$ cat config.mk
export PLATFORM = sky130hd
export DESIGN_NAME = idctLoader
export DESIGN_NICKNAME = d
export VERILOG_FILES = /design/src/verilog/idctControlPkg.sv /design/src/verilog/idctLoader.sv
export SDC_FILE = /design/constraint.sdc
export NUM_CORES = 1
export LEC_CHECK = 0
export BUFFER_PORTS_ARGS = -buffer_cell sky130_fd_sc_hd__buf_2
export CAP_MARGIN = 20
export CELL_PAD_IN_SITES_DETAIL_PLACEMENT = 2
export CELL_PAD_IN_SITES_GLOBAL_PLACEMENT = 2
export CORE_AREA = 2 2 42 44
export DETAILED_ROUTE_END_ITERATION = 10
export DIE_AREA = 0 0 44 46
export GPL_TIMING_DRIVEN = 0
export PLACE_DENSITY = 0.8
export SLEW_MARGIN = 10
export SYNTH_ARGS = -nofsm -noshare
export SYNTH_HDL_FRONTEND = slang
export SYNTH_SLANG_ARGS = --single-unit
$ cat constraint.sdc
create_clock -name clk -period 1.53 [get_ports clk]
set_input_delay 0 -clock clk [delete_from_list [all_inputs] [get_ports clk]]
set_output_delay 0 -clock clk [all_outputs]
set_load 0.02 [all_outputs]
$ cat src/verilog/idctControlPkg.sv
`default_nettype none

package idctControlPkg;

   // row or column inside an 8x8 block
   typedef logic [2:0] blockIdxT;

   // row-major element index, row in the upper three bits
   typedef logic [5:0] elemIdxT;

   // pass counter, fields {i, j, k} from high to low
   typedef logic [8:0] macCountT;

   localparam int blockElems = 64;

   typedef enum logic [2:0] {
      idle,
      rowPass,
      rowDrain,
      colPass,
      colDrain
   } engineStateT;

endpackage

`default_nettype wire

$ cat src/verilog/idctLoader.sv
`default_nettype none

module idctLoader (
   input  logic                    clk,
   input  logic                    reset,
   input  logic                    start,
   input  logic                    blockFreed,
   output logic                    reading,
   output logic                    loadDone,
   output logic                    wrEn,
   output idctControlPkg::elemIdxT wrIdx
);

   import idctControlPkg::*;

   // held from start until the streamer hands the block back
   logic busy;

   assign wrEn = reading;

   always_ff @(posedge clk or posedge reset)
   begin
      if (reset)
      begin
         busy     <= 1'b0;
         reading  <= 1'b0;
         loadDone <= 1'b0;
         wrIdx    <= '0;
      end
      else
      begin
         loadDone <= 1'b0;
         if (!busy && start)
         begin
            busy    <= 1'b1;
            reading <= 1'b1;
            wrIdx   <= '0;
         end
         else if (reading)
         begin
            wrIdx <= wrIdx + elemIdxT'(1);
            // last word goes in on this edge
            if (wrIdx == elemIdxT'(blockElems - 1))
            begin
               reading  <= 1'b0;
               loadDone <= 1'b1;
            end
         end
         else if (blockFreed)
         begin
            busy <= 1'b0;
         end
      end
   end

   // engine is only kicked once the whole block is stored
   loadDoneAfterRead: assert property (@(posedge clk) disable iff (reset)
      !(loadDone && reading));

endmodule

`default_nettype wire

==> run_results.csv, run 1 <==
group,metric,value,unit
timing,post-route-min-period,1.265,ns
global_routing,grt_max_degree,10,
floorplan,placement_rows,15,
synthesis,synth_nets,44,
worst_setup_path,regToRegSetupSlack,0.27,ns
timing,grt_setup_unrepaired,"no",
cells_and_area,drive_above_1_share,31.58,%
outcome,run_status,"finished clean",
floorplan,die_y,46,microns
timing,worst_slew_pin_slew,0.3848,ns
clock_tree,cts_htree_levels,1,
cells_and_area,antennaDiodeCount,0,
synthesis,synthDistinctLibCells,21,
clock_tree,cts_sinks,9,
power,power_density,2021,mW/mm^2
drt,drt_wl_total,1.098,mm
worst_setup_path,path_cells,"ha_1 -> and3_1 -> nand3_1 -> a21o_1",
drt,drc,0,
timing,drv_slew,0,
worst_setup_path,cp-start-kind,"flop",
timing,slew_headroom,74.35,%
synthesis,yosysTopAreaCellShare,53.73,%
timing,setup_total_negative_slack,0,ns
clock_tree,insertion_delay,0.25,ns
cells_and_area,multi_input_comb_area,167.7,sq um
synthesis,netlist.top_cell.by_area,"sky130_fd_sc_hd__dfrtp_1",
drt,drt-initial-drc-count,1,
power,power.ir.vdd_worst,0.0006334,V
floorplan,number_of_ports_placed_on_the_die_boundary,13,
floorplan,die_width,44,microns
floorplan,initial_utilization,25.97,%
clock_tree,clock_root_buffer_master,"sky130_fd_sc_hd__clkbuf_4",
cells_and_area,seqCellArea,225.2,sq um
worst_setup_path,worst-endpoint-required,1.68,ns
drt,detailedRoute.firstPassIterationCount,3,
synthesis,ys_warn_count,0,
clock_tree,clk_path_buf_depth,2,
cells_and_area,fill_cells,187,
clock_tree,post-cts-setup-buffers,0,
synthesis,synth.yosys.seq_area_share,53.73,%
floorplan,core_outline_area,0.001614,sq mm
timing,timing.final.crit_share,82.67,%
floorplan,design.die.area,0.002024,sq mm
timing,fin_skew,0.0007490,ns
timing,fmaxAchievable,790.6,MHz
worst_setup_path,critical_path.endpoint_type,"flop",
clock_tree,path_clk_slew,0.06,ns
placed_design,port-buffer-count,12,
synthesis,post_synth_main_area_contributors,"sky130_fd_sc_hd__dfrtp_1 (54%), sky130_fd_sc_hd__xor2_1 (6.3%), sky130_fd_sc_hd__nor2_1 (5.4%)",
worst_setup_path,timing.critical_path.slowest_stage_cell,"sky130_fd_sc_hd__dfrtp_1",
global_routing,antenna_found_initial,0,
cells_and_area,layout-area-overhead-vs-synth,30.45,%
worst_setup_path,setup.worst_path.class,"flop to flop",
clock_tree,post_cts_resize_count,0,
clock_tree,tritoncts,"built",
global_routing,vias_in_the_first_global_route,383,
synthesis,synth.ff_latch_count,9,
job,drv_cap,0,
synthesis,synth_cells,39,
cells_and_area,fin_nets,63,
drt,dr_total_vias,343,
power,design_power_total,1.105,mW
power,total_leakage_power,0.2736,nW
drt,detail-route-antenna-nets,0,
drt,via_per_inst,4.635,
placed_design,finalWeightedCongestion,0.6984,
worst_setup_path,timing.critical_path.slowest_cell_delay,0.46,ns
synthesis,post_synth.cell_area_avg,10.75,sq um
global_routing,grt.total_usage,13.33,%
worst_setup_path,critical_path_arrival,1.41,ns
min_path,timing.hold.worst.class,"input port to flop",
timing,timing_hold_violations_final,0,
clock_tree,cts-buffers-inserted,3,
worst_setup_path,worst-path-max-fanout,4,
drt,route.detailed.wl_per_inst,14.84,microns
global_routing,first_pass_grt_wire_length,1.904,mm
timing,setup_violations,0,
global_routing,grt.overflow.total,0,
synthesis,syn_area,419.2,sq um
layout by cell type, fill, tap and decap left out, drive strengths merged, types with 2 or more instances in the layout:
cell,netlist,routed
buf,2,14
dfrtp,9,9
nor2,6,6
clkbuf,1,5
xor2,3,3
inv,2,2
nand2,2,2
dlygate4sd3,0,2
nand4,2,2
final timing paths:
check,start,endpoint,cells after the start
hold / removal,start,busy,3
setup / recovery,wrIdx[0],reading,4
setup reg to reg,wrIdx[0],reading,4
max in group asynchronous,reset,wrIdx[1],3
hold reg to reg,busy,busy,1
min in group asynchronous,reset,loadDone,3
stage by stage:
stage	hold WS [ns]	setup slack, ns	cell area [sq um]	cells	util [%]
after floorplan	-0.1721	0.2206	419.2	39	-
after global placement	-0.01901	0.3098	500.5	68	31.01
after detailed placement	-0.01319	0.2803	500.5	68	31.01
after CTS	0.08644	0.2160	546.8	74	33.88
after global routing	0.1089	0.1511	546.8	74	33.88
final	0.07827	0.2651	546.8	74	33.88
repair_timing:
item | in CTS | in global routing
hold buffers | 2 | 0
setup endpoints to repair | 0 | 0
endpoints found under the hold margin | 10 | 0
worst max-delay path, delay by kind of cell (launching register included):
family / cells / cell delay (ns)
simple gates: 2 / 0.27
flops: 1 / 0.46
compound gates: 1 / 0.19
fa+ha+maj: 1 / 0.23
kinds of logic after synthesis:
group,Yosys count,synth area share [%]
AO/OA/AOI/OAI,4,5.671
XOR/XNOR,4,8.360
adder cells (fa/ha/maj),1,2.985
buffers and inverters,5,6.267
flip-flops,9,53.73
multiplexers,1,2.388
AND/OR/NAND/NOR,15,20.60
layer usage:
layer	vias to the layer above	track usage, %	part of all wire (%)
met5	-	0	0
met4	0	5.455	0
met3	0	2.381	4.6
met2	10	23.53	54
met1	166	15.87	42
li1	167	-	-
power by group:
| group | leakage, nW | internal [mW] | switching (mW) |
|---|---|---|---|
| sequential | 0.106 | 0.335 | 0.131 |
| clock | 0.0150 | 0.100 | 0.0809 |
| combinational | 0.153 | 0.182 | 0.276 |
synthesized netlist by cell type (all sizes together):
cell type  number
and3            1
dfrtp           9
o21ai           1
a21oi           1
nand3           1
xnor2           1
clkbuf          1
nand4           2
ha              1
a21o            1
or3             1
nor2            6
nand2           2
nor2b           1
buf             2
xor2            3
nor3            1
inv             2
mux2i           1
a31oi           1
sequential cells by signal, indices dropped and copies added, names as in the netlist:
register and cells:
busy 1, reading 1, wrIdx 6, loadDone 1
cell type report:
| cell class | count | area share [%] |
|---|---|---|
| sequential | 9 | 41.19 |
| multi-input combinational | 25 | 30.66 |
| timing repair buffer | 14 | 14.65 |
| clock buffer | 4 | 4.805 |
| tap | 17 | 3.890 |
| buffer | 3 | 3.432 |
| inverter | 2 | 1.373 |
Power figures use the tool's default switching activity.
==> run 2: changes to the inputs <==
ABC_AREA = 1   (was not set)
CORE_AREA = 2 2 44 46   (was 2 2 42 44)
DIE_AREA = 0 0 46 48   (was 0 0 44 46)
PLACE_DENSITY = 0.81   (was 0.8)
clock period = 1.3 ns   (was 1.53 ns; I/O delays follow)
==> run 2 against run 1 <==
Net effect: flip-flop and latch count stayed put; wire length fell by 3.8%; sequential power up 15%; critical path depth increased by 2.
==> run_results.csv, run 2 <==
group,metric,value,unit
outcome,run_status,"finished clean",
drt,via_per_inst,4.697,
synthesis,syn_area,452.9,sq um
synthesis,yosys-mux-area-fraction,0,%
synthesis,async_reset_ff_share,100.0,%
cells_and_area,fin_nets,78,
synthesis,postSynth.topFlopCell,"sky130_fd_sc_hd__dfrtp_1",
cells_and_area,final_common_cell,"sky130_fd_sc_hd__buf_2",
synthesis,post_synth_main_area_contributors,"sky130_fd_sc_hd__dfrtp_1 (50%), sky130_fd_sc_hd__nand2_1 (8.3%), sky130_fd_sc_hd__nand3_1 (7.7%)",
timing,timing.final.crit_share,88.95,%
clock_tree,insertion_delay,0.26,ns
drt,route.detailed.wl_per_inst,11.87,microns
cells_and_area,most_frequent_cells_in_the_layout,"sky130_fd_sc_hd__buf_2 (12), sky130_fd_sc_hd__nand2_1 (10), sky130_fd_sc_hd__dfrtp_1 (8), sky130_fd_sc_hd__nor2_1 (7), sky130_fd_sc_hd__nand3_1 (7)",
timing,setup_total_negative_slack,0,ns
synthesis,netlist.top_cell.by_area,"sky130_fd_sc_hd__dfrtp_1",
global_routing,grt_max_degree,11,
floorplan,initial_utilization,26.81,%
synthesis,ys_warn_count,0,
synthesis,synth.ff_latch_count,9,
timing,fin_skew,0.002804,ns
synthesis,synth_cells,53,
clock_tree,cts_htree_levels,1,
clock_tree,clock_root_buffer_master,"sky130_fd_sc_hd__clkbuf_4",
cells_and_area,finish.utilization,34.89,%
cells_and_area,drive_above_1_share,34.72,%
synthesis,yosys.area_share.simple,32.04,%
drt,drc,0,
cells_and_area,antennaDiodeCount,0,
global_routing,antenna_found_initial,0,
worst_setup_path,critical_path.endpoint_type,"flop",
worst_setup_path,setup.worst_path.class,"flop to flop",
synthesis,yosys.area_share.xor_xnor,0,%
synthesis,ys_top_cells_by_count,"sky130_fd_sc_hd__nand2_1 (10), sky130_fd_sc_hd__dfrtp_1 (9), sky130_fd_sc_hd__nand3_1 (7), sky130_fd_sc_hd__nor2_1 (7), sky130_fd_sc_hd__inv_1 (6)",
timing,grt_setup_unrepaired,"no",
floorplan,core_outline_area,0.001689,sq mm
drt,dr_total_vias,418,
synthesis,fraction_of_the_mapped_netlist_area_in_compound_gates,6.354,%
cells_and_area,largest_register_ffs,6,
power,total_leakage_power,0.3273,nW
clock_tree,cts-buffers-inserted,3,
placed_design,pre_cts_ws,0.09286,ns
synthesis,synth.yosys.seq_area_share,49.72,%
drt,detail-route-antenna-nets,0,
timing,setup_violations,0,
job,drv_cap,0,
cells_and_area,layout-area-overhead-vs-synth,30.11,%
drt,drt-initial-drc-count,5,
power,power.ir.vdd_worst,0.0007890,V
synthesis,synthDistinctLibCells,16,
drt,drt_wl_total,1.056,mm
worst_setup_path,cp-start-kind,"flop",
floorplan,die_y,48,microns
floorplan,die_width,46,microns
timing,post-route-min-period,1.156,ns
synthesis,post_synth_fa_ha_maj_area_fraction,2.762,%
global_routing,grt.total_usage,10.83,%
global_routing,grt.overflow.total,0,
worst_setup_path,critical_path_arrival,1.30,ns
drt,detailedRoute.firstPassIterationCount,3,
timing,drv_slew,0,
clock_tree,tritoncts,"built",
placed_design,dp.final_hpwl,775.5,microns
cells_and_area,fill_cells,209,
timing,fmaxAchievable,864.8,MHz
synthesis,largest_family_of_logic_cells_by_synthesized_area,"simple AND/OR/NAND/NOR gates",
timing,timing_hold_violations_final,0,
floorplan,placement_rows,15,
clock_tree,clk_path_buf_depth,2,
synthesis,synthMostInstantiatedCell,"sky130_fd_sc_hd__nand2_1",
worst_setup_path,worst-path-max-fanout,4,
clock_tree,path_clk_slew,0.06,ns
floorplan,number_of_ports_placed_on_the_die_boundary,13,
timing,slew_headroom,75.99,%
placed_design,finalWeightedCongestion,0.6397,
synthesis,post_synth.cell_area_avg,8.546,sq um
placed_design,port-buffer-count,12,
cells_and_area,max_flop_register,"wrIdx",
floorplan,design.die.area,0.002208,sq mm
worst_setup_path,worst-endpoint-required,1.45,ns
global_routing,vias_in_the_first_global_route,358,
timing,worst_slew_pin_slew,0.3597,ns
min_path,timing.hold.worst.class,"input port to flop",
synthesis,yosysTopAreaCellShare,49.72,%
global_routing,first_pass_grt_wire_length,1.580,mm
power,power_density,2555,mW/mm^2
synthesis,number_of_enable_type_register_cells_in_the_synthesized_netlist,0,
clock_tree,cts_sinks,9,
synthesis,synth_nets,58,
timing,worst_slack,0.1437,ns
[run 2: changes by cell type after synthesis, sizes merged, moves of 2 or more]
cell   before  now
nand2       2   13
nand3       1    7
inv         2    6
nor2        6    9
xor2        3    0
a21oi       1    3
nand4       2    0
[run 2: logic make-up after synthesis]
kind of cell / Yosys count
simple gates: 30
flops: 9
buf+inv: 8
compound gates: 5
fa+ha+maj: 1
[run 2: power by group]
group | internal (mW) | switching, mW | total [mW]
clock | 0.119 | 0.102 | 0.221
sequential | 0.406 | 0.130 | 0.536
combinational | 0.286 | 0.462 | 0.749
total | 0.811 | 0.694 | 1.51
[run 2: timing repair]
item	CTS	global route
setup endpoints to repair	0	1
resized for setup	0	1
buffers inserted	0	1
hold buffers	2	0
endpoints found under the hold margin	10	0
[run 2: layout make-up]
cell class	count	area, sq um	area share, %
inverters	6	22.52	3.822
multi-input cells	36	186.4	31.63
repair buffers	15	87.58	14.86
flip-flops and latches	9	226.5	38.43
clock buffers	4	26.28	4.459
plain buffers	2	18.77	3.185
well taps	17	21.27	3.609
[run 2: metal layers]
metal / global-route usage, % / vias to the layer above / routed length (microns)
met5: 0 / - / 0
li1: - / 206 / -
met3: 6.792 / 2 / 71
met1: 13.32 / 197 / 458
met4: 3.429 / 0 / 10
met2: 15.56 / 13 / 516
[run 2: worst paths after layout]
path | startpoint | endpoint | slack (ns) | cells past startpoint
max | wrIdx[1] | reading | 0.14 | 6
min | blockFreed | busy | 0.03 | 4
max reg2reg | wrIdx[1] | reading | 0.14 | 6
min reg2reg | busy | busy | 0.48 | 2
max in group asynchronous | reset | wrIdx[0] | 0.78 | 3
min in group asynchronous | reset | wrIdx[1] | 0.24 | 3
[run 2: metrics by stage]
stage	power, mW	std cells	instance area [sq um]	hold WS, ns
6_report	1.506	89	589.3	0.02708
5_1_grt	1.657	89	589.3	0.03598
4_1_cts	1.515	88	580.6	0.02013
3_5_place_dp	1.271	82	534.3	-0.005874
3_3_place_gp	1.240	82	534.3	-0.01688
2_1_floorplan	1.052	53	452.9	-0.1721
[run 2: worst max-delay path, stage by stage (launching register included)]
cell and delay, ns:
sky130_fd_sc_hd__dfrtp_1 0.40, sky130_fd_sc_hd__ha_1 0.21, sky130_fd_sc_hd__nand2_1 0.07, sky130_fd_sc_hd__nor2_2 0.12, sky130_fd_sc_hd__nand3_1 0.11, sky130_fd_sc_hd__nand2_1 0.08
sky130_fd_sc_hd__nand2_1 0.05
