**config.mk**
```make
export PLATFORM = sky130hd
export DESIGN_NAME = idctMacEngine
export DESIGN_NICKNAME = d
export VERILOG_FILES = /design/src/verilog/idctNumericPkg.sv /design/src/verilog/idctControlPkg.sv /design/src/verilog/idctMacEngine.sv
export SDC_FILE = /design/constraint.sdc
export NUM_CORES = 1
export LEC_CHECK = 0
export BUFFER_PORTS_ARGS = -buffer_cell sky130_fd_sc_hd__buf_2
export CORE_UTILIZATION = 55
export DETAILED_ROUTE_END_ITERATION = 6
export PLACE_DENSITY_LB_ADDON = 0.25
export RECOVER_POWER = 50
export SLEW_MARGIN = 20
export SYNTH_ARGS = -nofsm -noshare
export SYNTH_HDL_FRONTEND = slang
export SYNTH_SLANG_ARGS = --single-unit
```
**constraint.sdc**
```tcl
create_clock -name clk -period 10.5 [get_ports clk]
set_input_delay 0.525 -clock clk [delete_from_list [all_inputs] [get_ports clk]]
set_output_delay 0.525 -clock clk [all_outputs]
set_load 0.005 [all_outputs]
```
**src/verilog/idctNumericPkg.sv**
```systemverilog
`default_nettype none

package idctNumericPkg;

   // data word used for input, intermediate and output blocks
   typedef logic signed [31:0] sampleT;

   // cosine coefficient, two's complement
   typedef logic signed [15:0] coefT;

   // low coefficient bits zeroed before the row multiply
   localparam int rowCoefCut = 8;

   // low bits shifted out of both column operands
   localparam int colOperandCut = 8;

   // arithmetic shift applied to each product
   localparam int productShift = 3;

   // scaled cosine basis, row-major, stored as raw 16-bit patterns
   localparam logic [15:0] cosTable [64] = '{
      16'd23170, 16'd32138, 16'd30274, 16'd27246, 16'd23170, 16'd18205, 16'd12540, 16'd6393,
      16'd23170, 16'd27246, 16'd12540, 16'd59143, 16'd42366, 16'd33398, 16'd35262, 16'd47331,
      16'd23170, 16'd18205, 16'd52996, 16'd33398, 16'd42366, 16'd6393, 16'd30274, 16'd27246,
      16'd23170, 16'd6393, 16'd35262, 16'd47331, 16'd23170, 16'd27246, 16'd52996, 16'd33398,
      16'd23170, 16'd59143, 16'd35262, 16'd18205, 16'd23170, 16'd38290, 16'd52996, 16'd32138,
      16'd23170, 16'd47331, 16'd52996, 16'd32138, 16'd42366, 16'd59143, 16'd30274, 16'd38290,
      16'd23170, 16'd38290, 16'd12540, 16'd6393, 16'd42366, 16'd32138, 16'd35262, 16'd18205,
      16'd23170, 16'd33398, 16'd30274, 16'd38290, 16'd23170, 16'd47331, 16'd12540, 16'd59143
   };

   // values above 32767 come back negative
   function automatic coefT cosCoef(input logic [2:0] row, input logic [2:0] col);
      return coefT'(cosTable[{row, col}]);
   endfunction

endpackage

`default_nettype wire

```
**src/verilog/idctControlPkg.sv**
```systemverilog
`default_nettype none

package idctControlPkg;

   // row or column inside an 8x8 block
   typedef logic [2:0] blockIdxT;

   // row-major element index, row in the upper three bits
   typedef logic [5:0] elemIdxT;

   // pass counter, fields {i, j, k} from high to low
   typedef logic [8:0] macCountT;

   localparam int blockElems = 64;

   typedef enum logic [2:0] {
      idle,
      rowPass,
      rowDrain,
      colPass,
      colDrain
   } engineStateT;

endpackage

`default_nettype wire

```
**src/verilog/idctMacEngine.sv**
```systemverilog
`default_nettype none

module idctMacEngine (
   input  logic                     clk,
   input  logic                     reset,
   input  logic                     loadDone,
   output logic                     computeDone,
   output idctControlPkg::blockIdxT inRdRow,
   output idctControlPkg::blockIdxT inRdCol,
   input  idctNumericPkg::sampleT   inRdData,
   output idctControlPkg::blockIdxT tempRdRow,
   output idctControlPkg::blockIdxT tempRdCol,
   input  idctNumericPkg::sampleT   tempRdData,
   output logic                     tempWrEn,
   output idctControlPkg::blockIdxT tempWrRow,
   output idctControlPkg::blockIdxT tempWrCol,
   output idctNumericPkg::sampleT   tempWrData,
   output logic                     outWrEn,
   output idctControlPkg::blockIdxT outWrRow,
   output idctControlPkg::blockIdxT outWrCol,
   output idctNumericPkg::sampleT   outWrData
);

   import idctNumericPkg::*;
   import idctControlPkg::*;

   engineStateT state;

   // count0 addresses operands, count3 lines up with the accumulator
   macCountT count0, count1, count2, count3;
   blockIdxT i0, j0, k0;
   blockIdxT i3, j3, k3;

   sampleT opA;
   coefT   opB;
   sampleT prod, sum, sumNext;
   sampleT rowCoef, colA, colB, product, wrData;
   logic   readTemp, drain, lastTerm;

   assign {i0, j0, k0} = count0;
   assign {i3, j3, k3} = count3;

   // the column pass and its preload read the intermediate block
   assign readTemp = (state == rowDrain) || (state == colPass);

   assign inRdRow   = j0;
   assign inRdCol   = k0;
   assign tempRdRow = k0;
   assign tempRdCol = i0;

   always_ff @(posedge clk)
   begin
      opA <= readTemp ? tempRdData : inRdData;
      opB <= cosCoef(readTemp ? j0 : i0, k0);
   end

   // row pass zeroes the low coefficient bits but keeps its scale
   assign rowCoef = (sampleT'(opB) >>> rowCoefCut) <<< rowCoefCut;
   assign colA    = opA >>> colOperandCut;
   assign colB    = sampleT'(opB) >>> colOperandCut;
   assign product = (state == colPass) ? colA * colB : opA * rowCoef;

   assign sumNext  = sum + prod;
   assign lastTerm = (k3 == blockIdxT'(7));
   assign drain    = (state == rowDrain) || (state == colDrain);

   // drain cycles still owe the newest product
   assign wrData = drain ? sumNext : sum;

   assign tempWrEn   = ((state == rowPass) && lastTerm) || (state == rowDrain);
   assign tempWrRow  = j3;
   assign tempWrCol  = i3;
   assign tempWrData = wrData;
   assign outWrEn    = ((state == colPass) && lastTerm) || (state == colDrain);
   assign outWrRow   = j3;
   assign outWrCol   = i3;
   assign outWrData  = wrData;

   always_ff @(posedge clk or posedge reset)
   begin
      if (reset)
      begin
         state       <= idle;
         count0      <= '0;
         count1      <= '0;
         count2      <= '0;
         count3      <= '0;
         prod        <= '0;
         sum         <= '0;
         computeDone <= 1'b0;
      end
      else
      begin
         computeDone <= (state == colDrain);
         case (state)
            idle:
            begin
               // operands for (0, 0, 0) are already loaded
               if (loadDone)
               begin
                  count0 <= macCountT'(1);
                  count1 <= '0;
                  count2 <= '0;
                  count3 <= '0;
                  prod   <= '0;
                  sum    <= '0;
                  state  <= rowPass;
               end
            end
            rowPass, colPass:
            begin
               count1 <= count0;
               count2 <= count1;
               count3 <= count2;
               prod   <= product >>> productShift;
               sum    <= lastTerm ? prod : sumNext;
               // counter wrapped, hold at zero for the next preload
               if (count0 == '0)
                  state <= (state == rowPass) ? rowDrain : colDrain;
               else
                  count0 <= count0 + macCountT'(1);
            end
            rowDrain:
            begin
               count0 <= macCountT'(1);
               count1 <= '0;
               count2 <= '0;
               count3 <= '0;
               prod   <= '0;
               sum    <= '0;
               state  <= colPass;
            end
            colDrain:
            begin
               state <= idle;
            end
            default:
            begin
               state <= idle;
            end
         endcase
      end
   end

   // a block only starts once the loader has finished
   idleUntilLoad: assert property (@(posedge clk) disable iff (reset)
      (state == idle && !loadDone) |=> (state == idle));

endmodule

`default_nettype wire

```
==> flow_summary.toml, run 1 <==
[clock_network]
clock-root-buffer = "clkbuf_16"
cts_hold_buf = 0
cts_setup_buffers = 0
clock-sinks = 141
clk_pin_slew_ns = 0.07
clk-insertion-delay-late_ns = 0.46
cts_tree = "done"
cts.path.max_buffers = 2
post_cts_resized = 0
cts_inserted_buffers = 17
cts-htree-levels = 4

[run_status]
violations = "max-capacitance violations, max-slew violations"
status = "finished with violations"

[synth]
synth_ff_type = "dfrtp_1"
synthCells = 2074
synth_edf_count = 0
synthMuxAreaShare_pct = 5.77
syn_nets = 2494
synth-xor-area-share_pct = 3.75
synthSimpleGateAreaFrac_pct = 14.5
synth_cell_types = 70
synth_area_um2 = 18400
synth_area_per_cell_um2 = 8.89
synth_top_family_by_area = "adder cells"
synth_compound_area_share_pct = 14.8
synth-seq-cells = 141
synth-seq-area-share_pct = 18.0
ys_async_sr_fraction_pct = 71.6
yosys_warnings = 0
synthAdderAreaFrac_pct = 32.7

[worst_setup_path]
worst_setup_path_end_kind = "register"
startpoint_type = "register"
path_class = "reg -> reg"
timing.rr.start = "opB[15]"
cp.required_ns = 10.82
r2r_setup_slack_ns = 4.60
cp_max_fo = 29
r2r_cells = 17
reg2reg_to = "prod[26]"
worstPathArrival_ns = 6.22

[grt]
antenna_found_initial = 1
gr-total-overflow = 0
grt_usage_pct = 28.1
grt_pass1_vias = 14500
grt_pass1_wl_um = 75300
grt_max_degree = 70

[timing]
timing.final.crit_share_pct = 56.2
fin_crit_ns = 5.90
finalSetupTns_ns = 0
slew_violations = 211
hold_violations = 0
slew_headroom_pct = -155
tightestPinTransition_ns = 3.82
rsz0062_at_grt = "false"
finClkSkew_ns = 0.0117
fmax_mhz = 169
setup_viol = 0

[detailed_routing]
first_pass_iters = 6
num_vias = 14500
post_drt_wl_per_cell_um = 17.7
ant_nets = 0
viasPerCell = 5.63
drtIter0Drc = 1272
remaining_drc_errors = 0
postRouteWirelength_um = 45600

[layout]
final_nets = 2544
finish.instance_area_um2 = 19700
diodes = 0
layout_commonest_cell = "inv_1"
drive_gt1_share_pct = 12.4
syn_to_final_growth_pct = 6.91
final_cell_mix = "inv_1, fa_1, and2_1"

[floorplan]
ios = 158
rows = 66
fp.dieW_um = 185
die_area_um2 = 34300
die_h_um = 185
core_region_area_um2 = 32800
initial_core_util_pct = 56.3

[min_path]
min_from = "inRdData[29]"
min_path_cells = 2
whs_endpoint = "opA[29]"
holdCritPathClass = "in -> reg"

[place]
gp_congestion = 0.909
hpwl_um = 34500
portBuffers = 157
placed_cell_area_um2 = 19200

[run]
drv_cap = 4
## metal layers
metal  wire [um]  GRT usage (%)  up-vias
met5           0              0        -
met3        2680           4.52       51
met4         770           6.81        0
met2       20800           45.0      490
met1       21300           39.8     7095
li1            -              -     6875
## kinds of logic after synthesis
logic type,Yosys count
XOR/XNOR,79
adder cells (fa/ha/maj),353
buffers and inverters,463
AO/OA/AOI/OAI,421
AND/OR/NAND/NOR,520
multiplexers,97
flip-flops,141
## critical path, cell delays in order (launching register included)
cell and delay (ns):
dfxtp_1 0.37, inv_1 0.76, fa_1 0.57, fa_1 0.52, inv_1 0.06, fa_1 0.52
inv_1 0.05, fa_1 0.48, inv_1 0.04, ha_1 0.31, o21ai_0 0.45, nor3_1 0.16
o41ai_1 0.54, a31oi_1 0.21, a21oi_1 0.29, nor4b_1 0.10, a211oi_1 0.21, o21ai_0 0.11
## stage by stage
stage	hold slack [ns]	setup slack, ns	std cells	utilization, %
6_report	0.289	4.60	2578	60.2
5_1_grt	0.279	4.29	2578	60.2
4_1_cts	0.0669	4.62	2578	60.2
3_5_place_dp	0.482	4.63	2547	58.5
3_3_place_gp	0.465	4.77	2547	58.5
2_1_floorplan	0.451	5.41	2074	-
## synthesized netlist by cell type (4+ instances only)
library cell / instances / area [um2]
a211oi_1: 24 / 180
a21o_1: 35 / 263
a21oi_1: 93 / 465
a221o_1: 5 / 50.1
a221oi_1: 6 / 52.6
a22o_1: 28 / 245
a22oi_1: 12 / 90.1
a31oi_1: 14 / 87.6
a32oi_1: 6 / 52.6
and2_1: 195 / 1220
and3_1: 10 / 62.6
buf_1: 8 / 30.0
buf_2: 7 / 35.0
buf_4: 47 / 353
clkbuf_1: 78 / 293
dfrtp_1: 101 / 2530
dfxtp_1: 40 / 801
fa_1: 216 / 4320
ha_1: 137 / 1710
inv_1: 321 / 1200
mux2_2: 64 / 721
mux2i_1: 32 / 320
nand2_1: 130 / 488
nand2b_1: 15 / 93.8
nand3_1: 14 / 70.1
nand4_1: 18 / 113
nor2_1: 92 / 345
nor2b_1: 6 / 37.5
nor3_1: 22 / 110
o211ai_1: 17 / 128
o21a_1: 8 / 60.1
o21ai_0: 115 / 576
o21ai_1: 4 / 20.0
o21bai_1: 14 / 105
o311ai_0: 4 / 35.0
o31ai_1: 5 / 37.5
or2_2: 4 / 25.0
or3_1: 4 / 25.0
xnor2_1: 51 / 447
xor2_1: 28 / 245
## worst max path at each step
stage | start | end | slack, ns | cells past startpoint
2_1_floorplan | opB[15] | prod[25] | 5.41 | 21
5_1_grt | opB[15] | prod[19] | 4.29 | 18
3_3_place_gp | opB[15] | prod[26] | 4.77 | 17
6_report | opB[15] | prod[26] | 4.60 | 17
4_1_cts | opB[15] | prod[26] | 4.62 | 17
3_5_place_dp | opB[15] | prod[26] | 4.63 | 17
## flip-flops by register name (all words and copies together) (netlist names)
| signal | cells |
|---|---|
| opA | 32 |
| count1 | 9 |
| state | 3 |
| sum | 32 |
| prod | 29 |
| opB | 8 |
| count0 | 9 |
| count3 | 9 |
| count2 | 9 |
| computeDone | 1 |
## cell type report
cell class / count / area (um2)
timing repair buffer: 172 / 871
clock buffer: 19 / 453
tap: 442 / 553
inverter: 322 / 1210
multi-input combinational: 1470 / 13200
fill: 2900 / 13100
clock inverter: 12 / 101
sequential: 141 / 3330
Power of run 1 is left out: the tool's default activity adds up to more than one toggle a clock period on the data nets, which glitch-free logic cannot reach.
==> inputs of run 2 (changes only) <==
==> constraint.sdc (replaced) <==
create_clock -name clk -period 5.83 [get_ports clk]
set_input_delay 0.2915 -clock clk [delete_from_list [all_inputs] [get_ports clk]]
set_output_delay 0.2915 -clock clk [all_outputs]
set_load 0.005 [all_outputs]
==> run 2 against run 1 <==
Flip-flop and latch count unchanged. Clock skew grew 0.0029 ns. The run still ends with max-capacitance violations, max-slew violations left. Clock-buffer cell count rose by 1. Critical path depth grew 1. Worst hold slack got worse by 0.23 ns. Die area did not move. Highest routed layer unchanged. Final cell count is 0.62% higher. Routed wire length up 0.67%. First-iteration DRC count down 20%. Global-route usage is 0.10 points higher. Via count is 2.0% higher.
==> flow_summary.toml, run 2 (synthesis results as in run 1) <==
[timing]
rsz0062_at_grt = "false"
slew_violations = 242
finalSetupTns_ns = 0
finClkSkew_ns = 0.0146
fmax_mhz = 182
holdWs_ns = 0.0638
fin_crit_ns = 5.48
slew_headroom_pct = -46.7
hold_violations = 0
fin_ws_ns = 0.346
tightestPinTransition_ns = 2.20
timing.final.crit_share_pct = 94.1
setup_viol = 0

[worst_setup_path]
r2r_setup_slack_ns = 0.35
crit_start = "opB[11]"
worstPathArrival_ns = 5.80
worst_setup_path_end_kind = "register"
path_class = "reg -> reg"
startpoint_type = "register"
r2r_cells = 18
cp.required_ns = 6.15
timing.rr.start = "opB[11]"
cp_max_fo = 25
reg2reg_to = "prod[30]"

[layout]
diodes = 0
layout_commonest_cell = "inv_1"
syn_to_final_growth_pct = 8.07
final_cell_mix = "inv_1, fa_1, and2_1"
fin_cells = 2594
top_regs = "opA x32, sum x32, prod x29"
final_nets = 2559
drive_gt1_share_pct = 12.9

[clock_network]
cts-htree-levels = 4
clock-sinks = 141
cts_tree = "done"
cts.path.max_buffers = 2
cts_setup_buffers = 0
clk-insertion-delay-late_ns = 0.45
clock-root-buffer = "clkbuf_16"
clk_pin_slew_ns = 0.07
cts_inserted_buffers = 17

[detailed_routing]
num_vias = 14800
remaining_drc_errors = 0
first_pass_iters = 5
ant_nets = 0
postRouteWirelength_um = 45900
post_drt_wl_per_cell_um = 17.7
drtIter0Drc = 1016
viasPerCell = 5.71

[run_status]
violations = "max-capacitance violations, max-slew violations"
status = "finished with violations"

[min_path]
whs_endpoint = "opA[22]"
min_from = "tempRdData[22]"
holdCritPathClass = "in -> reg"
min_path_cells = 2

[grt]
grt_usage_pct = 28.2
grt_pass1_wl_um = 75800
grtUsageMet2_pct = 44.3
grt.met1_usage_pct = 40.6
antenna_found_initial = 0
gr-usage-met3_pct = 4.17
grt_max_degree = 70
grt_busiest_layer = "met2"
gr-total-overflow = 0
grt_pass1_vias = 14600

[place]
hpwl_um = 35100
dp.cells = 2561
place_ws_ns = 0.153
gp_congestion = 0.942
portBuffers = 157

[floorplan]
core_region_area_um2 = 32800
die_h_um = 185
ios = 158
rows = 66
fp.dieW_um = 185
die_area_um2 = 34300
initial_core_util_pct = 56.3

[run]
drv_cap = 5
## run 2: how the worst max path moves through the flow
stage / end
after floorplan: prod[25]
after global placement: prod[26]
after detailed placement: prod[30]
after CTS: prod[30]
after global routing: prod[30]
final: prod[30]
## run 2: layout make-up
| type | count | area (um2) |
|---|---|---|
| sequential | 141 | 3330 |
| multi-input combinational | 1470 | 13200 |
| timing repair buffer | 187 | 1020 |
| clock buffer | 20 | 447 |
| fill | 2878 | 12800 |
| inverter | 322 | 1210 |
| clock inverter | 12 | 171 |
| tap | 442 | 553 |
## run 2: critical path, cell delays in order, from the launching register on
cell and delay (ns):
dfxtp_2 0.68, nand2_1 0.16, fa_1 0.57, inv_1 0.06, fa_1 0.50, fa_1 0.50
inv_1 0.05, fa_1 0.49, inv_1 0.07, ha_1 0.36, a21o_1 0.19, a21oi_1 0.14
o22ai_1 0.10, o41ai_1 0.52, a31oi_1 0.23, a21oi_1 0.30, a21boi_0 0.17, xnor2_1 0.18
o211ai_1 0.10
## run 2: metal layers
metal,share of wire [%],up-vias
met1,46,7318
met2,46,532
li1,-,6893
met5,0,-
met3,6.3,57
met4,1.8,0
## run 2: what timing repair did
| action | CTS | global route |
|---|---|---|
| hold endpoints to repair | 32 | 0 |
| gates resized for setup | 0 | 2 |
| hold buffers | 1 | 0 |
| endpoints found under the setup margin | 0 | 6 |
## run 2: through the flow
stage,area (um2),util [%]
2_1_floorplan,18400,-
3_5_place_dp,19300,59.0
4_1_cts,20000,60.9
6_report,19900,60.8
5_1_grt,19900,60.8
3_3_place_gp,19300,59.0
Power of run 2 is left out for the same reason.
