## config.mk

```make
export PLATFORM = sky130hd
export DESIGN_NAME = idctStreamer
export DESIGN_NICKNAME = d
export VERILOG_FILES = /design/src/verilog/idctNumericPkg.sv /design/src/verilog/idctControlPkg.sv /design/src/verilog/idctStreamer.sv
export SDC_FILE = /design/constraint.sdc
export NUM_CORES = 1
export LEC_CHECK = 0
export BUFFER_PORTS_ARGS = -buffer_cell sky130_fd_sc_hd__buf_2
export CORE_MARGIN = 5
export CORE_UTILIZATION = 47
export DETAILED_ROUTE_END_ITERATION = 16
export PLACE_DENSITY = 0.84
export SLEW_MARGIN = 20
export SYNTH_ARGS = -nofsm -noshare
export SYNTH_HDL_FRONTEND = slang
export SYNTH_SLANG_ARGS = --single-unit
```

## constraint.sdc

```tcl
create_clock -name clk -period 1.8 [get_ports clk]
set_input_delay 0.18 -clock clk [delete_from_list [all_inputs] [get_ports clk]]
set_output_delay 0.18 -clock clk [all_outputs]
set_load 0.02 [all_outputs]
```

## src/verilog/idctNumericPkg.sv

```systemverilog
`default_nettype none

package idctNumericPkg;

   // data word used for input, intermediate and output blocks
   typedef logic signed [31:0] sampleT;

   // cosine coefficient, two's complement
   typedef logic signed [15:0] coefT;

   // low coefficient bits zeroed before the row multiply
   localparam int rowCoefCut = 8;

   // low bits shifted out of both column operands
   localparam int colOperandCut = 8;

   // arithmetic shift applied to each product
   localparam int productShift = 3;

   // scaled cosine basis, row-major, stored as raw 16-bit patterns
   localparam logic [15:0] cosTable [64] = '{
      16'd23170, 16'd32138, 16'd30274, 16'd27246, 16'd23170, 16'd18205, 16'd12540, 16'd6393,
      16'd23170, 16'd27246, 16'd12540, 16'd59143, 16'd42366, 16'd33398, 16'd35262, 16'd47331,
      16'd23170, 16'd18205, 16'd52996, 16'd33398, 16'd42366, 16'd6393, 16'd30274, 16'd27246,
      16'd23170, 16'd6393, 16'd35262, 16'd47331, 16'd23170, 16'd27246, 16'd52996, 16'd33398,
      16'd23170, 16'd59143, 16'd35262, 16'd18205, 16'd23170, 16'd38290, 16'd52996, 16'd32138,
      16'd23170, 16'd47331, 16'd52996, 16'd32138, 16'd42366, 16'd59143, 16'd30274, 16'd38290,
      16'd23170, 16'd38290, 16'd12540, 16'd6393, 16'd42366, 16'd32138, 16'd35262, 16'd18205,
      16'd23170, 16'd33398, 16'd30274, 16'd38290, 16'd23170, 16'd47331, 16'd12540, 16'd59143
   };

   // values above 32767 come back negative
   function automatic coefT cosCoef(input logic [2:0] row, input logic [2:0] col);
      return coefT'(cosTable[{row, col}]);
   endfunction

endpackage

`default_nettype wire

```

## src/verilog/idctControlPkg.sv

```systemverilog
`default_nettype none

package idctControlPkg;

   // row or column inside an 8x8 block
   typedef logic [2:0] blockIdxT;

   // row-major element index, row in the upper three bits
   typedef logic [5:0] elemIdxT;

   // pass counter, fields {i, j, k} from high to low
   typedef logic [8:0] macCountT;

   localparam int blockElems = 64;

   typedef enum logic [2:0] {
      idle,
      rowPass,
      rowDrain,
      colPass,
      colDrain
   } engineStateT;

endpackage

`default_nettype wire

```

## src/verilog/idctStreamer.sv

```systemverilog
`default_nettype none

module idctStreamer (
   input  logic                    clk,
   input  logic                    reset,
   input  logic                    computeDone,
   output idctControlPkg::elemIdxT outRdIdx,
   input  idctNumericPkg::sampleT  outRdData,
   output logic                    done,
   output idctNumericPkg::sampleT  dout,
   output logic                    blockFreed
);

   import idctControlPkg::*;

   elemIdxT count;

   assign outRdIdx = count;

   always_ff @(posedge clk or posedge reset)
   begin
      if (reset)
      begin
         done       <= 1'b0;
         count      <= '0;
         dout       <= '0;
         blockFreed <= 1'b0;
      end
      else
      begin
         blockFreed <= 1'b0;
         if (computeDone)
         begin
            done  <= 1'b1;
            count <= '0;
         end
         else if (done)
         begin
            dout  <= outRdData;
            count <= count + elemIdxT'(1);
            // last word out, release the loader
            if (count == elemIdxT'(blockElems - 1))
            begin
               done       <= 1'b0;
               blockFreed <= 1'b1;
            end
         end
      end
   end

   // loader holds off the next block until blockFreed
   noOverlappingBlocks: assert property (@(posedge clk) disable iff (reset)
      !(computeDone && done));

endmodule

`default_nettype wire

```

==> metrics.csv, run 1 <==
metric,value,unit
grt_max_degree,41,
arrival,1.50,ns
async_flop_share,1.000,
yosys-top-cells-count,"40 x dfrtp_1, 30 x mux2_4, 5 x nor2_1",
power_density,908.8,nW/µm²
hold_viol,0,
clock_sinks,40,
p_total,1.999,mW
reg2reg_slack,0.46,ns
nets,217,
clk_latency,0.28,ns
ctsResizeCount,0,
grt_pass1_wl,5.451,mm
grt_usage,0.1369,
crit_type,reg -> reg,
synthCells,102,
overflow,0,
irDropWorstVdd,517.9,µV
timing.slew.headroom,0.6843,
dp_hpwl,2.525,mm
synth_area_per_cell,16.99,µm²
crit_path_end,dout[4],
routed_wl,3.290,mm
cts_root_buf,clkbuf_8,
hold_path_class,in -> async,
cts_buffers,5,
worstPathMaxFanout,9,
postCtsSetupRepairBufs,0,
die_area,5001,µm²
drive_gt1_frac,0.6648,
finish.utilization,0.6100,
setup_viol,0,
cts_tree,built,
post-route-drc-count,0,
num_vias,1085,
clockBufferDepth,2,
port_buffers,74,
gp_congestion,0.7455,
yosys_warnings,0,
startpoint,done,
fin_area,2200,µm²
rsz0062_at_grt,no,
antennaDiodeCount,0,
min_period,1.341,ns
ant_nets,0,
htree_levels,2,
worst_slew_pin_slew,0.4735,ns
placed_cell_area,2112,µm²
timing.hold.ws,0.01830,ns
netlist_area,1733,µm²
routedWlPerCell,14.30,µm
synth.most_common_cell,dfrtp_1,
ios,75,
std_cell_rows,22,
endpoint_kind,flop,
required,1.96,ns
dieHeight,70.72,µm
worstReg2RegStart,done,
leakage,1.173,nW
antenna_found_initial,0,
ys_types,21,
synth_ff_type,dfrtp_1,
outcome,finished clean,
first_pass_iters,2,
slew_violations,0,
initial_utilization,0.4806,
synth_top_area_share,0.5776,
grt_pass1_vias,1151,
worstReg2RegEnd,dout[4],
synth_area_leaders,"dfrtp_1 58%, mux2_4 26%, buf_12 3.5%",
fin_skew,0.003356,ns
clk_pin_slew,0.08,ns
die_w,70.72,µm
syn_nets,138,
fin_crit_sh,0.7451,
cts_hold_buf,0,
max_freq,745.6,MHz
ys_seq_area_frac,0.5776,
tns,0,ns
maxCapViolations,0,
reg2reg_depth,3,
ys_ff_latch,40,
synth_top_area_cell,dfrtp_1,
synth_edf_count,0,
drt-initial-drc-count,22,
vias_per_cell,4.717,
design.core.area,3606,µm²
start_kind,flop,
area_growth,26.93,%
==> power by group <==
group	total (mW)	switching (mW)	internal, mW
combinational	0.414	0.212	0.201
sequential	1.03	0.0486	0.979
clock	0.557	0.288	0.270
==> metal layers <==
layer / track usage / routed length, µm / vias to the layer above
met2: 0.2194 / 1588 / 46
met1: 0.1775 / 1352 / 529
met4: 0.04384 / 25 / 0
li1: - / - / 508
met5: 0 / 0 / -
met3: 0.04261 / 324 / 2
==> area by class of cell <==
class                           count  area [µm²]
Fill cell                         274        1406
Clock inverter                      3       18.77
Inverter                            1       3.754
Clock buffer                        5       68.82
Sequential cell                    40        1001
Multi-Input combinational cell     55       634.4
Timing Repair Buffer               78       412.9
Tap cell                           48       60.06
==> worst max-delay path, stage by stage, from the launching register on <==
cell and delay (ns):
dfrtp_1 0.35, nor2b_4 0.29, buf_4 0.27, mux2_4 0.32
==> stage by stage <==
step,setup slack (ns),cells
2_1_floorplan,0.3828,102
3_3_place_gp,0.4721,222
4_1_cts,0.4384,230
5_1_grt,0.3909,230
6_report,0.4587,230
3_5_place_dp,0.4484,222
==> registers in the layout (all words and copies together) (netlist names) <==
signal	cells
done	1
dout	32
blockFreed	1
outRdIdx	6
==> kinds of logic (layout without fill, tap and decap cells) <==
kind of cell	after synthesis	after routing	synth area share
flip-flops	40	40	0.5776
multiplexers	33	33	0.2787
AND/OR/NAND/NOR	14	14	0.04910
buffers and inverters	7	87	0.05632
XOR/XNOR	4	4	0.02022
AO/OA/AOI/OAI	3	3	0.01083
adder cells (fa/ha/maj)	1	1	0.007219
==> cells in the final DEF, fill, tap and decap left out <==
master and n:
a21o_2 1, a21oi_1 1, and4_1 1, buf_12 1, buf_2 74, buf_4 3, clkbuf_8 5, clkinv_2 2
clkinv_4 1, dfrtp_1 40, ha_1 1, inv_1 1, mux2_2 2, mux2_4 30, mux2i_1 1, nand2_1 3
nand4_1 1, nand4_2 1, nor2_1 5, nor2b_4 1, nor3b_1 1, o21ai_0 1, or3_1 1, xnor2_1 1
xor2_1 3
==> worst min-delay path by stage <==
stage / endpoint / slack [ns] / depth (start not counted)
finish: dout[29] / 0.02 / 3
global route: dout[29] / 0.08 / 3
CTS: dout[17] / 0.03 / 3
detailed placement: dout[28] / 0.33 / 3
global placement: dout[29] / 0.32 / 3
floorplan: dout[0] / 0.33 / 1
No activity file was read; power rests on OpenSTA's default activity.
==> inputs of run 2 (changes only) <==
--- a/config.mk
+++ b/config.mk
@@ -7,9 +7,9 @@
 export LEC_CHECK = 0
 export BUFFER_PORTS_ARGS = -buffer_cell sky130_fd_sc_hd__buf_2
 export CORE_MARGIN = 5
-export CORE_UTILIZATION = 47
+export CORE_UTILIZATION = 42
 export DETAILED_ROUTE_END_ITERATION = 16
-export PLACE_DENSITY = 0.84
+export PLACE_DENSITY = 0.8
 export SLEW_MARGIN = 20
 export SYNTH_ARGS = -nofsm -noshare
 export SYNTH_HDL_FRONTEND = slang
==> constraint.sdc (replaced) <==
create_clock -name clk -period 1.1 [get_ports clk]
set_input_delay 0.11 -clock clk [delete_from_list [all_inputs] [get_ports clk]]
set_output_delay 0.11 -clock clk [all_outputs]
set_load 0.02 [all_outputs]
==> run 2 against run 1 <==
Compared with the run above:
- critical path type unchanged
- sequential power increased by 64%
- maximum frequency is 10% higher
- combinational power rose by 73%
- power rose by 82%
- non-clock buffer count up 6
- the flow now finishes with violations (negative setup slack)
- clock skew up 0.0043 ns
- first-iteration DRC count rose by 95%
- highest routed layer unchanged
- sequential share of layout area down 2.7 points
- wire length is 6.8% higher
- sequential cell count unchanged
- largest power group unchanged
- via count rose by 1.0%
- global-route usage shrank 0.69 points
==> metrics.csv, run 2 (synthesized netlist as in run 1, its figures left out) <==
metric,value,unit
ant_nets,0,
cts_buffers,5,
vias_per_cell,4.605,
grt_usage,0.1300,
gp_congestion,0.7139,
required,1.27,ns
mostFrequentLayoutCells,"73 x buf_2, 36 x dfrtp_1, 32 x mux2_4",
std_cell_rows,23,
cts_tree,built,
drive_gt1_frac,0.7021,
met1_usage,0.1609,
slowest_stage,dfrtp_2,
dp_hpwl,2.518,mm
die_area,5511,µm²
instances_no_fill,238,
fin_crit_sh,1.108,
clk_pin_slew,0.08,ns
grtUsageMet3,0.03919,
violations,negative setup slack,
grt_pass1_wl,5.409,mm
maxCapViolations,0,
setup_viol,33,
htree_levels,2,
area_growth,35.60,%
start_kind,flop,
slowest_delay,0.36,ns
arrival,1.38,ns
multi_input_area,665.6,µm²
port_buffers,74,
endpoint_kind,flop,
antenna_found_initial,0,
dieHeight,74.24,µm
ios,75,
first_pass_iters,3,
top_usage_layer,met2,
cts_root_buf,clkbuf_8,
grt_max_degree,41,
placed_cell_area,2153,µm²
max_freq,820.8,MHz
clock_sinks,40,
tns,-3.126,ns
num_vias,1096,
crit_type,reg -> reg,
worstPathMaxFanout,18,
grt_pass1_vias,1189,
fin_area,2350,µm²
setup_slack,-0.1183,ns
post-route-drc-count,0,
leakage,1.238,nW
initial_utilization,0.4332,
overflow,0,
nets,223,
dp.cells,227,
rsz0062_at_grt,yes,
crit_chain,nor2b_4 > buf_12 > mux2_4,
routedWlPerCell,14.77,µm
power_density,1547,nW/µm²
worst_slew_pin_slew,0.2135,ns
fin_skew,0.007664,ns
clk_latency,0.29,ns
clockBufferDepth,2,
antennaDiodeCount,0,
largest_reg_flops,32,
fillers,323,
design.core.area,4000,µm²
min_period,1.218,ns
routed_wl,3.515,mm
outcome,"complete, but fails checks",
slew_violations,0,
top_register,dout,
mostFrequentLayoutCell,buf_2,
register_area,1006,µm²
irDropWorstVdd,840.6,µV
hold_path_class,in -> reg,
die_w,74.24,µm
hold_viol,0,
timing.slew.headroom,0.8576,
finish.utilization,0.5874,
use_met2,0.2067,
drt-initial-drc-count,43,
run 2: routing by layer:
metal	vias up	part of all wire
met3	4	0.070
met4	0	0.0097
met1	538	0.41
met5	-	0
met2	37	0.51
li1	517	-
run 2: final cells by class:
class,count,area share
Timing Repair Buffer,84,0.2087
Inverter,1,0.001597
Tap cell,50,0.02662
Sequential cell,40,0.4281
Clock inverter,2,0.01651
Multi-Input combinational cell,55,0.2833
Clock buffer,6,0.03514
run 2: critical path: cells and delay by family, from the launching register on:
kind          cells  cell delay, ns
buf+inv           1            0.21
flops             1            0.36
mux               1            0.31
simple gates      1            0.21
run 2: stage by stage:
step | worst slack (ns) | total power, mW | hold WS [ns]
after CTS | -0.1166 | 3.683 | 0.03488
after floorplan | -0.2739 | 2.170 | 0.2581
after detailed placement | -0.1196 | 2.408 | 0.2053
final | -0.1183 | 3.634 | 0.04853
after global placement | -0.09359 | 2.396 | 0.1844
after global routing | -0.1565 | 3.813 | 0.03544
run 2: worst paths after layout:
path	from	to	slack (ns)	depth (start not counted)
setup / recovery	done	dout[1]	-0.12	3
hold / removal	outRdData[10]	dout[10]	0.05	2
setup reg to reg	done	dout[1]	-0.12	3
hold reg to reg	dout[14]	dout[14]	0.51	1
max in group asynchronous	reset	outRdIdx[2]	0.44	4
min in group asynchronous	reset	dout[9]	0.45	4
run 2: where the power goes:
part / internal [mW] / total (mW) / switching [mW]
Clock: 0.742 / 1.23 / 0.490
Combinational: 0.358 / 0.715 / 0.356
Sequential: 1.60 / 1.69 / 0.0834
Total: 2.70 / 3.63 / 0.930
run 2: what timing repair did:
item / in CTS / in global routing
hold endpoints to repair: 40 / 0
gates resized for setup: 8 / 4
gates cloned: 0 / 0
endpoints found under the setup margin: 34 / 36
pin swaps: 1 / 0
hold buffers: 1 / 0
setup buffers: 1 / 1
==> inputs of run 3 (changes only) <==
--- a/config.mk
+++ b/config.mk
@@ -10,6 +10,7 @@
 export CORE_UTILIZATION = 42
 export DETAILED_ROUTE_END_ITERATION = 16
 export PLACE_DENSITY = 0.8
+export SKIP_LAST_GASP = 1
 export SLEW_MARGIN = 20
 export SYNTH_ARGS = -nofsm -noshare
 export SYNTH_HDL_FRONTEND = slang
==> run 3 against run 2 <==
Compared with the run above:
- the flow still finishes with violations (negative setup slack)
- core utilization is 0.25 points lower
- sequential power about the same
- count of clock-buffer cells in the layout unchanged
- power shrank 0.30%
- sequential cell count did not move
- non-clock buffer count unchanged
- register-to-register slack is essentially flat
- setup slack improved by 0.0011 ns
- sequential share of layout area is 0.18 points higher
- critical endpoint unchanged
- highest routed layer unchanged
==> metrics.csv, run 3 (synthesized netlist as in run 1, its figures left out) <==
metric,value,unit
first_pass_iters,3,
die_w,74.24,µm
dp_hpwl,2.518,mm
largest_reg_flops,32,
std_cell_rows,23,
clk_pin_slew,0.08,ns
fin_crit_sh,1.107,
finish.utilization,0.5849,
clockBufferDepth,2,
cts_buffers,5,
arrival,1.38,ns
ant_nets,0,
num_vias,1086,
clk_latency,0.28,ns
irDropWorstVdd,839.0,µV
antenna_found_initial,0,
ios,75,
hold_viol,0,
grt_pass1_wl,5.409,mm
pre_cts_ws,-0.1196,ns
fin_skew,0.007446,ns
p_clk_frac,0.339,
routedWlPerCell,14.54,µm
initial_utilization,0.4332,
top_register,dout,
violations,negative setup slack,
maxCapViolations,0,
routed_wl,3.460,mm
cts_root_buf,clkbuf_8,
timing.slew.headroom,0.8576,
power_density,1548,nW/µm²
outcome,"complete, but fails checks",
die_area,5511,µm²
gp_congestion,0.7139,
required,1.27,ns
p_sw,922.9,µW
p_int,2.700,mW
nets,223,
leakage,1.237,nW
port_buffers,74,
cts_tree,built,
vias_per_cell,4.563,
grt_pass1_vias,1189,
start_kind,flop,
grt_max_degree,41,
worst_slew_pin_slew,0.2137,ns
clock_sinks,40,
tns,-3.085,ns
mostFrequentLayoutCells,"73 x buf_2, 36 x dfrtp_1, 32 x mux2_4",
hold_path_class,in -> reg,
setup_slack,-0.1172,ns
fin_area,2340,µm²
design.core.area,4000,µm²
fillers,324,
drive_gt1_frac,0.7021,
grt_usage,0.1300,
worstPathMaxFanout,18,
max_freq,821.6,MHz
antennaDiodeCount,0,
swShare,0.2547,
pwr-share-comb,0.196,
mostFrequentLayoutCell,buf_2,
placed_cell_area,2153,µm²
post-route-drc-count,0,
crit_type,reg -> reg,
drt-initial-drc-count,43,
seq_power_share,0.465,
htree_levels,2,
p_total,3.623,mW
endpoint_kind,flop,
min_period,1.217,ns
rsz0062_at_grt,yes,
setup_viol,33,
dieHeight,74.24,µm
slew_violations,0,
overflow,0,
area_growth,35.02,%
## run 3: cell count changes in the layout (fill, tap and decap cells not counted)
cell	delta
ha_2	+1
ha_4	-1
## run 3: power by group through the flow
stage | Sequential (mW) | Clock [mW] | Combinational [mW]
5_1_grt | 1.70 | 1.34 | 0.758
4_1_cts | 1.69 | 1.28 | 0.713
2_1_floorplan | 1.87 | 0 | 0.297
3_5_place_dp | 1.71 | 0 | 0.700
6_report | 1.68 | 1.23 | 0.709
3_3_place_gp | 1.71 | 0 | 0.689
## run 3: worst paths after layout
| path | start | to | slack (ns) | cells past startpoint |
|---|---|---|---|---|
| worst max-delay path | done | dout[1] | -0.12 | 3 |
| worst min-delay path | outRdData[10] | dout[10] | 0.05 | 2 |
| worst max register to register | done | dout[1] | -0.12 | 3 |
| worst min register to register | dout[14] | dout[14] | 0.51 | 1 |
| max in group asynchronous | reset | outRdIdx[1] | 0.44 | 4 |
| min in group asynchronous | reset | dout[9] | 0.45 | 4 |
## run 3: timing repair
| action | in CTS | in global routing |
|---|---|---|
| endpoints found under the hold margin | 40 | 0 |
| gates resized for setup | 8 | 3 |
| setup endpoints to repair | 34 | 36 |
| buffers inserted | 1 | 1 |
| hold buffers | 1 | 0 |
| cloned | 0 | 0 |
| pin swaps | 1 | 0 |
## run 3: worst max-delay path, cell delays in order (launching register included)
cell     delay, ns
dfrtp_2       0.36
nor2b_4       0.21
buf_12        0.21
mux2_4        0.31
## run 3: through the flow
step / instances / hold WS, ns
6_report: 238 / 0.04916
5_1_grt: 238 / 0.03544
4_1_cts: 237 / 0.03488
3_5_place_dp: 227 / 0.2053
3_3_place_gp: 227 / 0.1844
2_1_floorplan: 102 / 0.2581
## run 3: cell type report
cell class | count | area [µm²] | share of cell area
Multi-Input combinational cell | 55 | 655.6 | 0.2802
Inverter | 1 | 3.754 | 0.001604
Clock inverter | 2 | 38.79 | 0.01658
Tap cell | 50 | 62.56 | 0.02674
Timing Repair Buffer | 84 | 490.5 | 0.2096
Clock buffer | 6 | 82.58 | 0.03529
Sequential cell | 40 | 1006 | 0.4299
## run 3: layer usage
metal  global-route usage  part of all wire  vias up
li1                     -                 -      515
met1               0.1609              0.42      530
met2               0.2067              0.50       37
met3              0.03919             0.071        4
met4              0.06522            0.0098        0
met5                    0                 0        -
